$ cat config.mk
export PLATFORM = sky130hd
export DESIGN_NAME = rv_front_end
export DESIGN_NICKNAME = d
export VERILOG_FILES = /design/src/verilog/rv_pkg.sv /design/src/verilog/rv_front_end.sv /design/src/verilog/rv_decode_stage.sv /design/src/verilog/rv_op_table.sv /design/src/verilog/rv_fetch_stage.sv
export VERILOG_INCLUDE_DIRS = /design/src /design/src/verilog
export SDC_FILE = /design/constraint.sdc
export NUM_CORES = 1
export LEC_CHECK = 0
export BUFFER_PORTS_ARGS = -buffer_cell sky130_fd_sc_hd__buf_4
export CAP_MARGIN = 10
export CORE_MARGIN = 2
export CORE_UTILIZATION = 51
export CTS_BUF_LIST = sky130_fd_sc_hd__clkbuf_2
export DETAILED_ROUTE_END_ITERATION = 8
export PLACE_DENSITY = 0.84
export SLEW_MARGIN = 20
export SYNTH_ARGS = -nofsm -noshare
export SYNTH_HDL_FRONTEND = slang
export SYNTH_SLANG_ARGS = --single-unit
$ cat constraint.sdc
create_clock -name i_clock -period 2.3 [get_ports i_clock]
set_input_delay 0.23 -clock i_clock [delete_from_list [all_inputs] [get_ports i_clock]]
set_output_delay 0.23 -clock i_clock [all_outputs]
set_load 0.005 [all_outputs]
$ cat src/verilog/rv_settings.svh
/*
 RV32I front end settings.
 Global widths and the reset program counter shared by the package,
 the fetch stage and the decode stage.
*/
`ifndef RV_SETTINGS_SVH
`define RV_SETTINGS_SVH

// Data path and immediate width.
`define RV_XLEN 32

// Width of a register index field in the instruction word.
`define RV_REG_BITS 5

// Program counter given to the first word fetched after reset.
`define RV_RESET_PC 32'h0000_0000

`endif
$ cat src/verilog/rv_pkg.sv
/*
 RV32I front end types.
 Instruction format views, operation encodings and the records that
 travel from fetch to decode and out of the front end.
*/
`include "rv_settings.svh"

package rv_pkg;

	// ========================================================================
	// Instruction word views
	// ========================================================================

	typedef struct packed {
		logic [6:0]              funct7;
		logic [`RV_REG_BITS-1:0] rs2;
		logic [`RV_REG_BITS-1:0] rs1;
		logic [2:0]              funct3;
		logic [`RV_REG_BITS-1:0] rd;
		logic [6:0]              opcode;
	} rv_inst_r_t;

	typedef struct packed {
		logic [11:0]             imm_11_0;
		logic [`RV_REG_BITS-1:0] rs1;
		logic [2:0]              funct3;
		logic [`RV_REG_BITS-1:0] rd;
		logic [6:0]              opcode;
	} rv_inst_i_t;

	typedef struct packed {
		logic [6:0]              imm_11_5;
		logic [`RV_REG_BITS-1:0] rs2;
		logic [`RV_REG_BITS-1:0] rs1;
		logic [2:0]              funct3;
		logic [4:0]              imm_4_0;
		logic [6:0]              opcode;
	} rv_inst_s_t;

	typedef struct packed {
		logic                    imm_12;
		logic [5:0]              imm_10_5;
		logic [`RV_REG_BITS-1:0] rs2;
		logic [`RV_REG_BITS-1:0] rs1;
		logic [2:0]              funct3;
		logic [3:0]              imm_4_1;
		logic                    imm_11;
		logic [6:0]              opcode;
	} rv_inst_b_t;

	typedef struct packed {
		logic [19:0]             imm_31_12;
		logic [`RV_REG_BITS-1:0] rd;
		logic [6:0]              opcode;
	} rv_inst_u_t;

	typedef struct packed {
		logic                    imm_20;
		logic [9:0]              imm_10_1;
		logic                    imm_11;
		logic [7:0]              imm_19_12;
		logic [`RV_REG_BITS-1:0] rd;
		logic [6:0]              opcode;
	} rv_inst_j_t;

	// One 32-bit word, read through the view of whichever format it has.
	typedef union packed {
		rv_inst_r_t r;
		rv_inst_i_t i;
		rv_inst_s_t s;
		rv_inst_b_t b;
		rv_inst_u_t u;
		rv_inst_j_t j;
	} rv_inst_t;

	// Major opcodes of the RV32I base set handled by the front end.
	localparam logic [6:0] opc_lui    = 7'b0110111;
	localparam logic [6:0] opc_auipc  = 7'b0010111;
	localparam logic [6:0] opc_jal    = 7'b1101111;
	localparam logic [6:0] opc_jalr   = 7'b1100111;
	localparam logic [6:0] opc_branch = 7'b1100011;
	localparam logic [6:0] opc_load   = 7'b0000011;
	localparam logic [6:0] opc_store  = 7'b0100011;
	localparam logic [6:0] opc_op_imm = 7'b0010011;
	localparam logic [6:0] opc_op     = 7'b0110011;

	// ========================================================================
	// Operation encodings
	// ========================================================================

	typedef enum logic [2:0] {
		fmt_r, fmt_i, fmt_s, fmt_b, fmt_u, fmt_j, fmt_none
	} rv_format_t;

	typedef enum logic [3:0] {
		alu_add, alu_sub, alu_sll, alu_slt, alu_sltu,
		alu_xor, alu_srl, alu_sra, alu_or, alu_and
	} rv_alu_op_t;

	typedef enum logic [2:0] {
		opnd_zero, opnd_rs1, opnd_rs2, opnd_pc, opnd_imm
	} rv_operand_t;

	typedef enum logic [1:0] {
		mem_byte, mem_half, mem_word
	} rv_mem_width_t;

	typedef struct packed {
		rv_format_t    format;
		logic          arithmetic;
		logic          shift;
		logic          compare;
		logic          jump;
		logic          jump_conditional;
		rv_alu_op_t    alu_operation;
		rv_operand_t   alu_operand1;
		rv_operand_t   alu_operand2;
		logic          memory_read;
		logic          memory_write;
		rv_mem_width_t memory_width;
		logic          memory_signed;
		logic          illegal;
	} rv_op_info_t;

	// ========================================================================
	// Stage records
	// ========================================================================

	typedef struct packed {
		logic                    strobe;
		logic [`RV_XLEN-1:0]     pc;
		rv_inst_t                instruction;
		logic [`RV_REG_BITS-1:0] inst_rs1;
		logic [`RV_REG_BITS-1:0] inst_rs2;
		logic [`RV_REG_BITS-1:0] inst_rd;
	} rv_fetch_data_t;

	typedef struct packed {
		logic                    strobe;
		logic [`RV_XLEN-1:0]     pc;
		logic [1:0]              have_rs;
		logic [`RV_REG_BITS-1:0] inst_rs1;
		logic [`RV_REG_BITS-1:0] inst_rs2;
		logic [`RV_REG_BITS-1:0] inst_rd;
		logic [`RV_XLEN-1:0]     imm;
		logic                    arithmetic;
		logic                    shift;
		logic                    compare;
		logic                    jump;
		logic                    jump_conditional;
		rv_alu_op_t              alu_operation;
		rv_operand_t             alu_operand1;
		rv_operand_t             alu_operand2;
		logic                    memory_read;
		logic                    memory_write;
		rv_mem_width_t           memory_width;
		logic                    memory_signed;
	} rv_decode_data_t;

endpackage

$ cat src/verilog/rv_front_end.sv
/*
 RV32I instruction front end.
 Fetch numbers the incoming words, decode turns them into operation
 records two cycles after the strobe.
*/
`timescale 1ns/1ps

module rv_front_end
	import rv_pkg::*;
(
	input  logic            i_clock,
	input  logic            i_reset,
	input  logic            i_strobe,
	input  rv_inst_t        i_instruction,
	output rv_decode_data_t o_data,
	output logic            o_fault
);

	// Record passed from the fetch register to decode.
	rv_fetch_data_t fetch_data;

	rv_fetch_stage fetch0 (
		.i_clock       (i_clock),
		.i_reset       (i_reset),
		.i_strobe      (i_strobe),
		.i_instruction (i_instruction),
		.o_data        (fetch_data)
	);

	rv_decode_stage decode0 (
		.i_clock (i_clock),
		.i_reset (i_reset),
		.i_data  (fetch_data),
		.o_data  (o_data),
		.o_fault (o_fault)
	);

endmodule

$ cat src/verilog/rv_decode_stage.sv
/*
 RV32I decode stage.
 Registers the fetched register fields, builds the immediate of the
 word's format and the decoded operation, and flags illegal words.
*/
`timescale 1ns/1ps
`include "rv_settings.svh"

module rv_decode_stage
	import rv_pkg::*;
(
	input  logic            i_clock,
	input  logic            i_reset,
	input  rv_fetch_data_t  i_data,
	output rv_decode_data_t o_data,
	output logic            o_fault
);

	rv_inst_t            inst;
	rv_op_info_t         info;
	logic [`RV_XLEN-1:0] imm_i;
	logic [`RV_XLEN-1:0] imm_s;
	logic [`RV_XLEN-1:0] imm_b;
	logic [`RV_XLEN-1:0] imm_u;
	logic [`RV_XLEN-1:0] imm_j;
	logic [`RV_XLEN-1:0] imm_shamt;
	logic [`RV_XLEN-1:0] imm;

	assign inst = i_data.instruction;

	rv_op_table op_table0 (
		.i_instruction (inst),
		.o_info        (info)
	);

	// ========================================================================
	// Immediates, one per format view
	// ========================================================================

	assign imm_i = {{(`RV_XLEN-12){inst.i.imm_11_0[11]}}, inst.i.imm_11_0};
	assign imm_s = {{(`RV_XLEN-12){inst.s.imm_11_5[6]}}, inst.s.imm_11_5, inst.s.imm_4_0};
	assign imm_b = {{(`RV_XLEN-12){inst.b.imm_12}}, inst.b.imm_11, inst.b.imm_10_5,
		inst.b.imm_4_1, 1'b0};
	assign imm_u = {inst.u.imm_31_12, 12'b0};
	assign imm_j = {{(`RV_XLEN-20){inst.j.imm_20}}, inst.j.imm_19_12, inst.j.imm_11,
		inst.j.imm_10_1, 1'b0};

	// The shift amount sits in the low bits of the I immediate.
	assign imm_shamt = {{(`RV_XLEN-5){1'b0}}, inst.i.imm_11_0[4:0]};

	always_comb begin
		case (info.format)
			fmt_i:   imm = imm_i;
			fmt_s:   imm = imm_s;
			fmt_b:   imm = imm_b;
			fmt_u:   imm = imm_u;
			fmt_j:   imm = imm_j;
			// Only the immediate shifts among the R words have an operand here.
			fmt_r:   imm = (info.shift && inst.r.opcode == opc_op_imm) ? imm_shamt : '0;
			default: imm = '0;
		endcase
	end

	// ========================================================================
	// Output register
	// ========================================================================

	always_ff @(posedge i_clock) begin
		if (i_reset) begin
			o_data <= '0;
			o_fault <= 1'b0;
		end
		else begin
			o_data.strobe <= i_data.strobe;
			o_data.pc <= i_data.pc;
			o_data.have_rs <= {i_data.inst_rs2 != '0, i_data.inst_rs1 != '0};
			o_data.inst_rs1 <= i_data.inst_rs1;
			o_data.inst_rs2 <= i_data.inst_rs2;
			o_data.inst_rd <= i_data.inst_rd;
			o_data.imm <= imm;

			o_data.arithmetic <= info.arithmetic;
			o_data.shift <= info.shift;
			o_data.compare <= info.compare;
			o_data.jump <= info.jump;
			o_data.jump_conditional <= info.jump_conditional;

			o_data.alu_operation <= info.alu_operation;
			o_data.alu_operand1 <= info.alu_operand1;
			o_data.alu_operand2 <= info.alu_operand2;

			o_data.memory_read <= info.memory_read;
			o_data.memory_write <= info.memory_write;
			o_data.memory_width <= info.memory_width;
			o_data.memory_signed <= info.memory_signed;

			// Fault pulses only for a real item.
			o_fault <= i_data.strobe & info.illegal;
		end
	end

endmodule

$ cat src/verilog/rv_op_table.sv
/*
 RV32I operation table.
 Combinational lookup over opcode, funct3 and funct7 that gives the
 format, class flags, ALU setup, memory controls and legality.
*/
`timescale 1ns/1ps

module rv_op_table
	import rv_pkg::*;
(
	input  rv_inst_t    i_instruction,
	output rv_op_info_t o_info
);

	logic [6:0] opcode;
	logic [2:0] funct3;
	logic [6:0] funct7;

	assign opcode = i_instruction.r.opcode;
	assign funct3 = i_instruction.r.funct3;
	assign funct7 = i_instruction.r.funct7;

	// Shared by OP and OP-IMM; alt selects sub and sra.
	function automatic rv_alu_op_t alu_for_funct3(input logic [2:0] f3, input logic alt);
		rv_alu_op_t op;
		case (f3)
			3'b000:  op = alt ? alu_sub : alu_add;
			3'b001:  op = alu_sll;
			3'b010:  op = alu_slt;
			3'b011:  op = alu_sltu;
			3'b100:  op = alu_xor;
			3'b101:  op = alt ? alu_sra : alu_srl;
			3'b110:  op = alu_or;
			default: op = alu_and;
		endcase
		return op;
	endfunction

	always_comb begin
		o_info = '0;
		o_info.alu_operation = alu_add;
		case (opcode)
			opc_lui: begin
				o_info.format = fmt_u;
				o_info.arithmetic = 1'b1;
				o_info.alu_operand1 = opnd_zero;
				o_info.alu_operand2 = opnd_imm;
			end
			opc_auipc, opc_jal: begin
				o_info.format = (opcode == opc_jal) ? fmt_j : fmt_u;
				o_info.arithmetic = (opcode == opc_auipc);
				o_info.jump = (opcode == opc_jal);
				o_info.alu_operand1 = opnd_pc;
				o_info.alu_operand2 = opnd_imm;
			end
			opc_jalr: begin
				o_info.format = fmt_i;
				o_info.jump = 1'b1;
				o_info.alu_operand1 = opnd_rs1;
				o_info.alu_operand2 = opnd_imm;
				o_info.illegal = (funct3 != 3'b000);
			end
			opc_branch: begin
				o_info.format = fmt_b;
				o_info.compare = 1'b1;
				o_info.jump_conditional = 1'b1;
				o_info.alu_operand1 = opnd_rs1;
				o_info.alu_operand2 = opnd_rs2;
				// The beq and bne compares subtract while the ordered ones use slt or sltu.
				if (!funct3[2])
					o_info.alu_operation = alu_sub;
				else
					o_info.alu_operation = funct3[1] ? alu_sltu : alu_slt;
				o_info.illegal = (funct3[2:1] == 2'b01);
			end
			opc_load, opc_store: begin
				o_info.format = (opcode == opc_load) ? fmt_i : fmt_s;
				o_info.memory_read = (opcode == opc_load);
				o_info.memory_write = (opcode == opc_store);
				o_info.memory_width = rv_mem_width_t'(funct3[1:0]);
				o_info.memory_signed = (opcode == opc_load) && !funct3[2];
				o_info.alu_operand1 = opnd_rs1;
				o_info.alu_operand2 = opnd_imm;
				if (opcode == opc_load)
					o_info.illegal = (funct3[1:0] == 2'b11) || (funct3 == 3'b110);
				else
					o_info.illegal = funct3[2] || (funct3[1:0] == 2'b11);
			end
			opc_op_imm: begin
				o_info.alu_operand1 = opnd_rs1;
				o_info.alu_operand2 = opnd_imm;
				if (funct3 == 3'b001 || funct3 == 3'b101) begin
					// Shifts by immediate carry a shamt and use the R layout.
					o_info.format = fmt_r;
					o_info.alu_operation = alu_for_funct3(funct3, funct7[5]);
					o_info.illegal = (funct3 == 3'b001) ? (funct7 != 7'b0000000)
						: ({funct7[6], funct7[4:0]} != 6'b0);
				end
				else begin
					o_info.format = fmt_i;
					o_info.alu_operation = alu_for_funct3(funct3, 1'b0);
				end
			end
			opc_op: begin
				o_info.format = fmt_r;
				o_info.alu_operand1 = opnd_rs1;
				o_info.alu_operand2 = opnd_rs2;
				o_info.alu_operation = alu_for_funct3(funct3, funct7[5]);
				o_info.illegal = !((funct7 == 7'b0000000)
					|| (funct7 == 7'b0100000 && (funct3 == 3'b000 || funct3 == 3'b101)));
			end
			default: begin
				o_info.illegal = 1'b1;
			end
		endcase

		// Class of the OP and OP-IMM results follows the ALU operation.
		if (opcode == opc_op || opcode == opc_op_imm) begin
			o_info.shift = o_info.alu_operation inside {alu_sll, alu_srl, alu_sra};
			o_info.compare = o_info.alu_operation inside {alu_slt, alu_sltu};
			o_info.arithmetic = !o_info.shift && !o_info.compare;
		end

		// An undefined encoding reports nothing but the fault.
		if (o_info.illegal) begin
			o_info = '0;
			o_info.illegal = 1'b1;
		end
	end

endmodule

$ cat src/verilog/rv_fetch_stage.sv
/*
 RV32I fetch stage.
 Gives each incoming instruction strobe its program counter and keeps
 only the register fields that the word's format actually carries.
*/
`timescale 1ns/1ps
`include "rv_settings.svh"

module rv_fetch_stage
	import rv_pkg::*;
(
	input  logic           i_clock,
	input  logic           i_reset,
	input  logic           i_strobe,
	input  rv_inst_t       i_instruction,
	output rv_fetch_data_t o_data
);

	localparam logic [`RV_XLEN-1:0] pc_step = `RV_XLEN'(4);

	logic [`RV_XLEN-1:0] pc;
	rv_format_t          format;
	logic                has_rs1;
	logic                has_rs2;
	logic                has_rd;

	// The opcode alone tells which register fields exist.
	always_comb begin
		case (i_instruction.r.opcode)
			opc_lui, opc_auipc:               format = fmt_u;
			opc_jal:                          format = fmt_j;
			opc_jalr, opc_load, opc_op_imm:   format = fmt_i;
			opc_branch:                       format = fmt_b;
			opc_store:                        format = fmt_s;
			opc_op:                           format = fmt_r;
			default:                          format = fmt_none;
		endcase
	end

	assign has_rs1 = format inside {fmt_r, fmt_i, fmt_s, fmt_b};
	assign has_rs2 = format inside {fmt_r, fmt_s, fmt_b};
	assign has_rd  = format inside {fmt_r, fmt_i, fmt_u, fmt_j};

	always_ff @(posedge i_clock) begin
		if (i_reset) begin
			pc <= `RV_RESET_PC;
			o_data <= '0;
		end
		else begin
			o_data.strobe <= i_strobe;
			// The word and its fields are held between strobes.
			if (i_strobe) begin
				pc <= pc + pc_step;
				o_data.pc <= pc;
				o_data.instruction <= i_instruction;
				o_data.inst_rs1 <= has_rs1 ? i_instruction.r.rs1 : '0;
				o_data.inst_rs2 <= has_rs2 ? i_instruction.r.rs2 : '0;
				o_data.inst_rd  <= has_rd  ? i_instruction.r.rd  : '0;
			end
		end
	end

endmodule

==> flow_summary.toml, run 1 <==
[status]
status = "complete, no violations"

[clock_tree]
tritoncts = "built"
clock-sinks = 207
clk_latency_ns = 0.79
clk_pin_slew_ns = 0.11
root_buffer = "clkbuf_2"
clockBufferDepth = 3
h-tree-depth = 2
cts_buffers = 50

[drt]
final_antenna_net_count = 0
dr.pass1.iters = 5
first_iter_violations = 398
via_per_inst = 5.27
post_drt_wl_per_cell_um = 15.8
drc_errors = 0
vias = 6374
totalWireLength_mm = 19.2

[yosys]
synthCells = 786
postSynthAreaPerCell_um2 = 9.82
synthFlopType = "dfxtp_1"
synthesis.area_um2 = 7720
yosysSeqAreaShare_pct = 53.7
async_reset_ff_share_pct = 0
synth_cell_type_count = 70
yosys_warnings = 0
ys_ff_latch = 207
synth-edff-count = 0

[sta]
setup_viol = 0
hold_viol_final = 0
fin_crit_sh_pct = 99.9
finClkSkew_ns = 0.0523
finalCriticalPeriod_ns = 2.30
max_slew_margin_pct = 46.8
setup-tns-final_ns = 0
worst_pin_slew_ns = 0.798
rsz0062_at_grt = "no"
max_freq_mhz = 435
drv_slew = 0

[placed_design]
postPlaceCellArea_um2 = 8920
port_buffers = 133
dp_hpwl_mm = 12.0
gp_congestion = 0.933

[setup_path]
cp-start-kind = "input pin"
cp.required_ns = 2.96
worstPathArrival_ns = 2.96
path_class = "in2reg"
cp-end-kind = "flop"
reg2reg_depth = 7
path_depth = 7
path_delay_family = "buffers and inverters"
path_max_fanout = 44
cp.buffers_inverters = 6
slowest_delay_ns = 0.58
path_cells = "dlygate4sd3_1 -> buf_4 -> buf_4 -> clkinv_1 -> buf_4 -> o2bb2ai_1 -> dlygate4sd3_1"
slowest_stage = "dlygate4sd3_1"
critPathMostFrequentCell = "buf_4"

[flow_run]
drv_cap = 0

[floorplanning]
core_area_um2 = 14600
dieWidth_um = 127
start_util_pct = 52.7
die_h_um = 127
io_pins = 138
die_area_um2 = 16100
row_count = 44

[layout]
layout_commonest_cell = "dfxtp_1"
postLayoutCellArea_um2 = 9790
nNetsFinal = 1028
layout_common_cells = "dfxtp_1 (207), buf_4 (160), nor2_1 (98), clkbuf_2 (74), nand2_1 (61)"
drive_gt1_share_pct = 25.8
area_growth_pct = 26.8

[global_route]
grt_max_degree = 83
grt_use_total_pct = 23.2
antenna_found_initial = 1
grt_overflow = 0
first_global_vias = 6206
grt_pass1_wl_mm = 30.4

[pwr]
leakage_nw = 4.19
total_power_w = 0.00632
ir_worst_vdd_uv = 417
p_per_area_nw_per_um2 = 646

[min_path]
hold-path-cell-count = 4
min_path_type = "in2reg"
-- synth_stat cells (3+ instances only) --
cell	instances	area share [%]
dfxtp_1	207	54
nor2_1	98	4.8
nand2_1	61	3.0
nor2b_1	57	4.6
mux2i_1	53	6.9
a21oi_1	34	2.2
clkbuf_1	32	1.6
nor3_1	23	1.5
nand3_1	19	1.2
xnor2_1	19	2.2
a21o_1	13	1.3
inv_1	11	0.53
o21ai_0	10	0.65
o2bb2ai_1	10	1.1
and2_1	9	0.73
buf_1	8	0.39
or3_1	7	0.57
buf_2	6	0.39
buf_4	6	0.58
nand2b_1	6	0.49
nor4_1	6	0.49
a21oi_4	5	1.1
nor2_4	5	0.73
and4_1	4	0.45
o211ai_1	4	0.39
o311ai_0	4	0.45
o31ai_1	4	0.39
a22oi_1	3	0.29
a31oi_1	3	0.24
and3_1	3	0.24
mux2_2	3	0.44
nand4_1	3	0.24
xor2_1	3	0.34
-- power breakdown --
part	internal, W	leakage, nW	switching (W)
Clock	0.000854	0.332	0.00139
Sequential	0.00363	1.67	0.0000499
Combinational	0.000187	2.18	0.000221
Total	0.00467	4.19	0.00166
-- layout make-up --
cell class | instances | area (um2)
fillers | 1154 | 4850
flip-flops and latches | 207 | 4140
multi-input cells | 516 | 3290
repair buffers | 205 | 1660
clock buffers | 74 | 370
well taps | 184 | 230
clock inverters | 10 | 48.8
inverters | 12 | 45.0
diodes | 2 | 5.00
-- worst paths after layout --
check	start	endpoint	slack, ns
max reg2reg	fetch0.o_data[41]	decode0.o_data[42]	0.12
max	i_strobe	fetch0.o_data[0]	0.002
min	i_instruction[31]	fetch0.o_data[46]	0.28
min reg2reg	fetch0.o_data[33]	decode0.o_data[38]	0.47
-- cell families (layout without fill, tap and decap cells) --
group | Yosys count | after routing | share of synthesized area, %
compound gates | 114 | 114 | 11.0
xor+xnor | 22 | 22 | 2.50
fa+ha+maj | 1 | 1 | 0.162
buf+inv | 66 | 301 | 3.90
flops | 207 | 207 | 53.7
mux | 56 | 56 | 7.31
other cells | 1 | 6 | 0.0486
simple gates | 319 | 319 | 21.4
-- through the flow --
step | setup slack, ns | hold slack, ns | utilization, % | std cells
after floorplan | 0.320 | 0.378 | - | 789
after global placement | 0.242 | 0.446 | 60.9 | 1079
after detailed placement | 0.165 | 0.448 | 60.9 | 1079
after CTS | 0.139 | 0.197 | 66.8 | 1207
after global routing | 0.00495 | 0.212 | 66.9 | 1209
final | 0.00196 | 0.281 | 66.9 | 1210
-- timing repair --
action / 4_1_cts / 5_1_grt
setup endpoints to repair: 0 / 1
endpoints found under the hold margin: 56 / 0
hold buffers: 44 / 0
setup buffers: 0 / 1
gates resized for setup: 0 / 0
-- layer usage --
metal	track usage, %	share of wire, %	vias to the layer above
li1	-	-	3122
met5	0	0	-
met2	38.7	48	240
met1	28.0	42	2957
met3	6.20	6.6	55
met4	11.2	3.6	0
-- registers in the layout, summed over array words and instances (netlist names) --
name / cells
fetch0.pc: 30
fetch0.o_data: 78
decode0.o_data: 98
decode0.o_fault: 1
-- worst register-to-register path, delay by kind of cell (launching register included) --
| kind | cells | cell delay, ns |
|---|---|---|
| flops | 1 | 0.37 |
| simple gates | 3 | 1.15 |
| compound gates | 2 | 0.23 |
| buf+inv | 2 | 0.36 |
(Power assumes the default switching activity.)
==> inputs of run 2 (changes only) <==
CORE_ASPECT_RATIO = 1.2   (was default)
==> run 2 against run 1 <==
Net effect:
- flip-flop and latch count unchanged
- register-to-register slack about the same
- die area about the same
- utilization down 0.96 points
- largest cell class unchanged
- clock skew up 0.010 ns
- power up 4.8%
- sequential share of layout area down 0.11 points
- critical endpoint is now decode0.o_data[28]
- worst setup slack better by 0.11 ns
- hold slack worse by 0.25 ns
==> flow_summary.toml, run 2 (synthesis results as in run 1) <==
[floorplanning]
die_area_um2 = 16100
io_pins = 138
dieWidth_um = 116
start_util_pct = 51.8
die_h_um = 139
row_count = 49
core_area_um2 = 14900

[clock_tree]
root_buffer = "clkbuf_2"
clock-sinks = 207
clk_latency_ns = 0.79
clockBufferDepth = 3
ctsResizeCount = 0
cts_buffers = 49
clk_pin_slew_ns = 0.12
tritoncts = "built"
h-tree-depth = 2

[sta]
max_freq_mhz = 458
timing.final.ws_setup_ns = 0.115
setup-tns-final_ns = 0
max_slew_margin_pct = 24.7
setup_viol = 0
hold_viol_final = 0
drv_slew = 0
fin_crit_sh_pct = 95.0
finalCriticalPeriod_ns = 2.19
rsz0062_at_grt = "no"
worst_pin_slew_ns = 1.13
finClkSkew_ns = 0.0626

[global_route]
first_global_vias = 6264
antenna_found_initial = 0
grt_pass1_wl_mm = 30.2
grt_use_total_pct = 23.2
grt_overflow = 0
grt_max_degree = 88

[layout]
stdcell_count = 1226
fin_util_pct = 65.9
multi_input_area_um2 = 3290
drive_gt1_share_pct = 25.8
n_fill_cell = 1184
nNetsFinal = 1020
layout_common_cells = "dfxtp_1 (207), buf_4 (163), nor2_1 (98), clkbuf_2 (70), nand2_1 (61)"
largest_reg_flops = 98
postLayoutCellArea_um2 = 9820
layout_commonest_cell = "dfxtp_1"
seq_area_um2 = 4140
largest-register = "decode0.o_data"
antenna_cells = 0
reg_top3 = "decode0.o_data x98, fetch0.o_data x78, fetch0.pc x30"
area_growth_pct = 27.2

[setup_path]
cp-start-kind = "flop"
path_class = "reg2reg"
path_cells = "nand4bb_1 -> o32a_1 -> nor3_1 -> and2_1"
slowest_delay_ns = 0.54
cp-end-kind = "flop"
worstPathArrival_ns = 2.87
path_max_fanout = 7
cp.required_ns = 2.98
slowest_stage = "nor3_1"
cp.buffers_inverters = 0
path_delay_family = "simple AND/OR/NAND/NOR gates"

[pwr]
ir_worst_vdd_uv = 396
leakage_nw = 4.19
p_per_area_nw_per_um2 = 675

[drt]
post_drt_wl_per_cell_um = 15.5
drc_errors = 0
totalWireLength_mm = 19.1
dr.pass1.iters = 5
via_per_inst = 5.19
first_iter_violations = 324
final_antenna_net_count = 0
vias = 6359

[placed_design]
placedCellCount = 1103
port_buffers = 133
postPlaceCellArea_um2 = 8980
dp_hpwl_mm = 12.3
gp_congestion = 0.958
dp_slack_ns = 0.168

[min_path]
min_path_type = "in2reg"

[status]
status = "complete, no violations"

[flow_run]
drv_cap = 0
## run 2: cell count changes in the layout (fill, tap and decap cells not counted), sizes merged
cell	previous run	this run
clkinvlp	1	0
diode	2	0
buf	161	164
clkbuf	74	70
bufinv	0	3
clkinv	9	16
dlygate4sd3	44	34
## run 2: per-layer routing
layer | routed length (um) | track usage (%) | share of wire [%] | vias to the layer above
met5 | 0 | 0 | 0 | -
met4 | 767 | 12.1 | 4.0 | 0
met3 | 1050 | 5.29 | 5.5 | 53
met2 | 9700 | 40.0 | 51 | 226
met1 | 7540 | 26.4 | 40 | 2982
li1 | - | - | - | 3098
## run 2: layout make-up
cell class                      count  area share, %
Inverter                           12          0.459
Clock buffer                       70           3.57
Sequential cell                   207           42.2
Timing Repair Buffer              198           16.1
Tap cell                          204           2.60
Clock inverter                     19           1.55
Multi-Input combinational cell    516           33.5
## run 2: power breakdown
group          internal, W  switching [W]
logic             0.000184       0.000222
registers          0.00363      0.0000456
clock network      0.00116        0.00139
## run 2: worst reg2reg max path: cells and delay by family, from the launching register on
kind            cells  cell delay [ns]
compound gates      1             0.53
simple gates        3             1.16
flops               1             0.41
## run 2: path summary, 6_finish.rpt
check	startpoint	endpoint	slack, ns	cells past startpoint
max	fetch0.o_data[16]	decode0.o_data[28]	0.11	4
min	i_instruction[4]	fetch0.o_data[2]	0.04	5
max reg2reg	fetch0.o_data[16]	decode0.o_data[28]	0.11	4
min reg2reg	fetch0.o_data[32]	decode0.o_data[37]	0.43	2
## run 2: what timing repair did
action	4_1_cts	5_1_grt
endpoints found under the hold margin	62	0
buffers inserted	0	0
hold buffers	34	0
## run 2: metrics by stage
step / total power [W] / hold slack (ns)
after floorplan: 0.00397 / 0.378
after global placement: 0.00410 / 0.444
after detailed placement: 0.00410 / 0.449
after CTS: 0.00670 / 0.00341
after global routing: 0.00693 / 0.0348
final: 0.00663 / 0.0362
==> inputs of run 3 (changes only) <==
GPL_TIMING_DRIVEN = 0   (was default)
==> run 3 against run 2 <==
Net effect:
- the flow now finishes with violations (setup timing)
- flip-flop and latch count unchanged
- global-route usage increased by 1.3 points
- via count increased by 1.0%
- clock-buffer cell count increased by 3
- hold slack improved by 0.24 ns
- cell area decreased by 0.13%
- sequential share of layout area increased by 0.067 points
- largest cell class unchanged
==> flow_summary.toml, run 3 (synthesis results as in run 1) <==
[status]
status = "finished with violations"
violations = "setup timing"

[global_route]
grt_overflow = 0
grt_max_degree = 12
grt_pass1_wl_mm = 31.4
first_global_vias = 6461
grt_use_total_pct = 24.5
antenna_found_initial = 0

[drt]
totalWireLength_mm = 20.0
vias = 6424
post_drt_wl_per_cell_um = 16.1
via_per_inst = 5.16
first_iter_violations = 407
final_antenna_net_count = 0
dr.pass1.iters = 5
drc_errors = 0

[sta]
finClkSkew_ns = 0.0422
whs_ns = 0.280
setup_viol = 1
max_slew_margin_pct = 47.1
finalCriticalPeriod_ns = 2.32
setup-tns-final_ns = -0.0232
fin_crit_sh_pct = 101
timing.final.ws_setup_ns = -0.0232
max_freq_mhz = 430
drv_slew = 0
rsz0062_at_grt = "yes"
worst_pin_slew_ns = 0.794
hold_viol_final = 0

[clock_tree]
tritoncts = "built"
cts_setup_buffers = 0
clockBufferDepth = 3
clk_latency_ns = 0.76
clock-sinks = 207
h-tree-depth = 2
clk_pin_slew_ns = 0.10
cts_buffers = 47
root_buffer = "clkbuf_2"

[layout]
antenna_cells = 0
drive_gt1_share_pct = 24.2
layout_commonest_cell = "dfxtp_1"
area_growth_pct = 27.0
largest_reg_flops = 98
largest-register = "decode0.o_data"
layout_common_cells = "dfxtp_1 (206), buf_4 (139), nor2_1 (98), clkbuf_2 (75), nand2_1 (61)"
nNetsFinal = 1043
reg_top3 = "decode0.o_data x98, fetch0.o_data x78, fetch0.pc x30"
fin_util_pct = 65.8

[setup_path]
cp-end-kind = "flop"
path_class = "in2reg"
path_max_fanout = 10
cp-start-kind = "input pin"
cp.required_ns = 2.94
worstPathArrival_ns = 2.97

[pwr]
swShare_pct = 26.1
ir_worst_vdd_uv = 371
switching_power_w = 0.00164
combPwrFrac_pct = 6.8
p_int_w = 0.00464
p_per_area_nw_per_um2 = 641
p_clk_share_pct = 34.7
seqPwrFrac_pct = 58.5
leakage_nw = 4.14

[placed_design]
dp_hpwl_mm = 13.8
port_buffers = 132
gp_congestion = 0.926

[flow_run]
drv_cap = 0

[floorplanning]
die_h_um = 139
die_area_um2 = 16100
row_count = 49
start_util_pct = 51.8
io_pins = 138
core_area_um2 = 14900
dieWidth_um = 116

[min_path]
min_path_type = "in2reg"
## run 3: cell count changes in the layout (fill, tap and decap cells not counted), sizes merged
cell	change
bufinv	-3
clkinv	-6
clkbuf	+35
inv	-1
buf	-11
dlygate4sd3	+4
## run 3: layout make-up
cell class | instances | area (um2)
clock inverter | 9 | 37.5
inverter | 12 | 45.0
tap | 204 | 255
buffer | 53 | 264
multi-input combinational | 516 | 3320
sequential | 207 | 4150
clock buffer | 73 | 365
timing repair buffer | 170 | 1370
fill | 1176 | 5090
## run 3: per-stage QoR
step                instance area (um2)  setup slack (ns)  cells  total power [W]
global route                       9810           -0.0497   1244          0.00659
detailed placement                 8980           -0.0406   1125          0.00412
finish                             9810           -0.0232   1244          0.00628
CTS                                9770           0.00869   1245          0.00633
floorplan                          7730             0.320    789          0.00397
global placement                   8980           -0.0666   1125          0.00412
## run 3: worst paths after layout
kind,slack (ns),endpoint,start,cells past startpoint
setup / recovery,-0.02,fetch0.o_data[22],i_reset,7
hold / removal,0.28,fetch0.o_data[42],i_instruction[27],4
setup reg to reg,0.10,decode0.o_data[20],fetch0.o_data[40],7
hold reg to reg,0.44,decode0.o_data[38],fetch0.o_data[33],2
## run 3: routing by layer
metal | GRT usage [%] | up-vias | share of wire (%)
met1 | 28.4 | 3023 | 41
met4 | 11.9 | 0 | 3.6
met3 | 5.46 | 44 | 4.5
li1 | - | 3143 | -
met2 | 42.2 | 214 | 51
met5 | 0 | - | 0
## run 3: worst max-delay path: stages
cell           delay [ns]
dlygate4sd3_1        0.53
buf_4                0.15
clkbuf_1             0.48
clkbuf_1             0.46
clkbuf_1             0.46
a21oi_1              0.08
dlygate4sd3_1        0.57
## run 3: what timing repair did
action                     4_1_cts  5_1_grt
hold endpoints to repair        49        0
setup endpoints to repair        9       36
pin swaps                        0        1
hold buffers                    38        0
resized for setup                3       16
## run 3: power groups by stage
stage	combinational, W	sequential [W]	clock, W
floorplan	0.000234	0.00374	0
global placement	0.000367	0.00375	0
detailed placement	0.000370	0.00375	0
CTS	0.000421	0.00367	0.00224
global route	0.000463	0.00368	0.00245
finish	0.000429	0.00367	0.00218
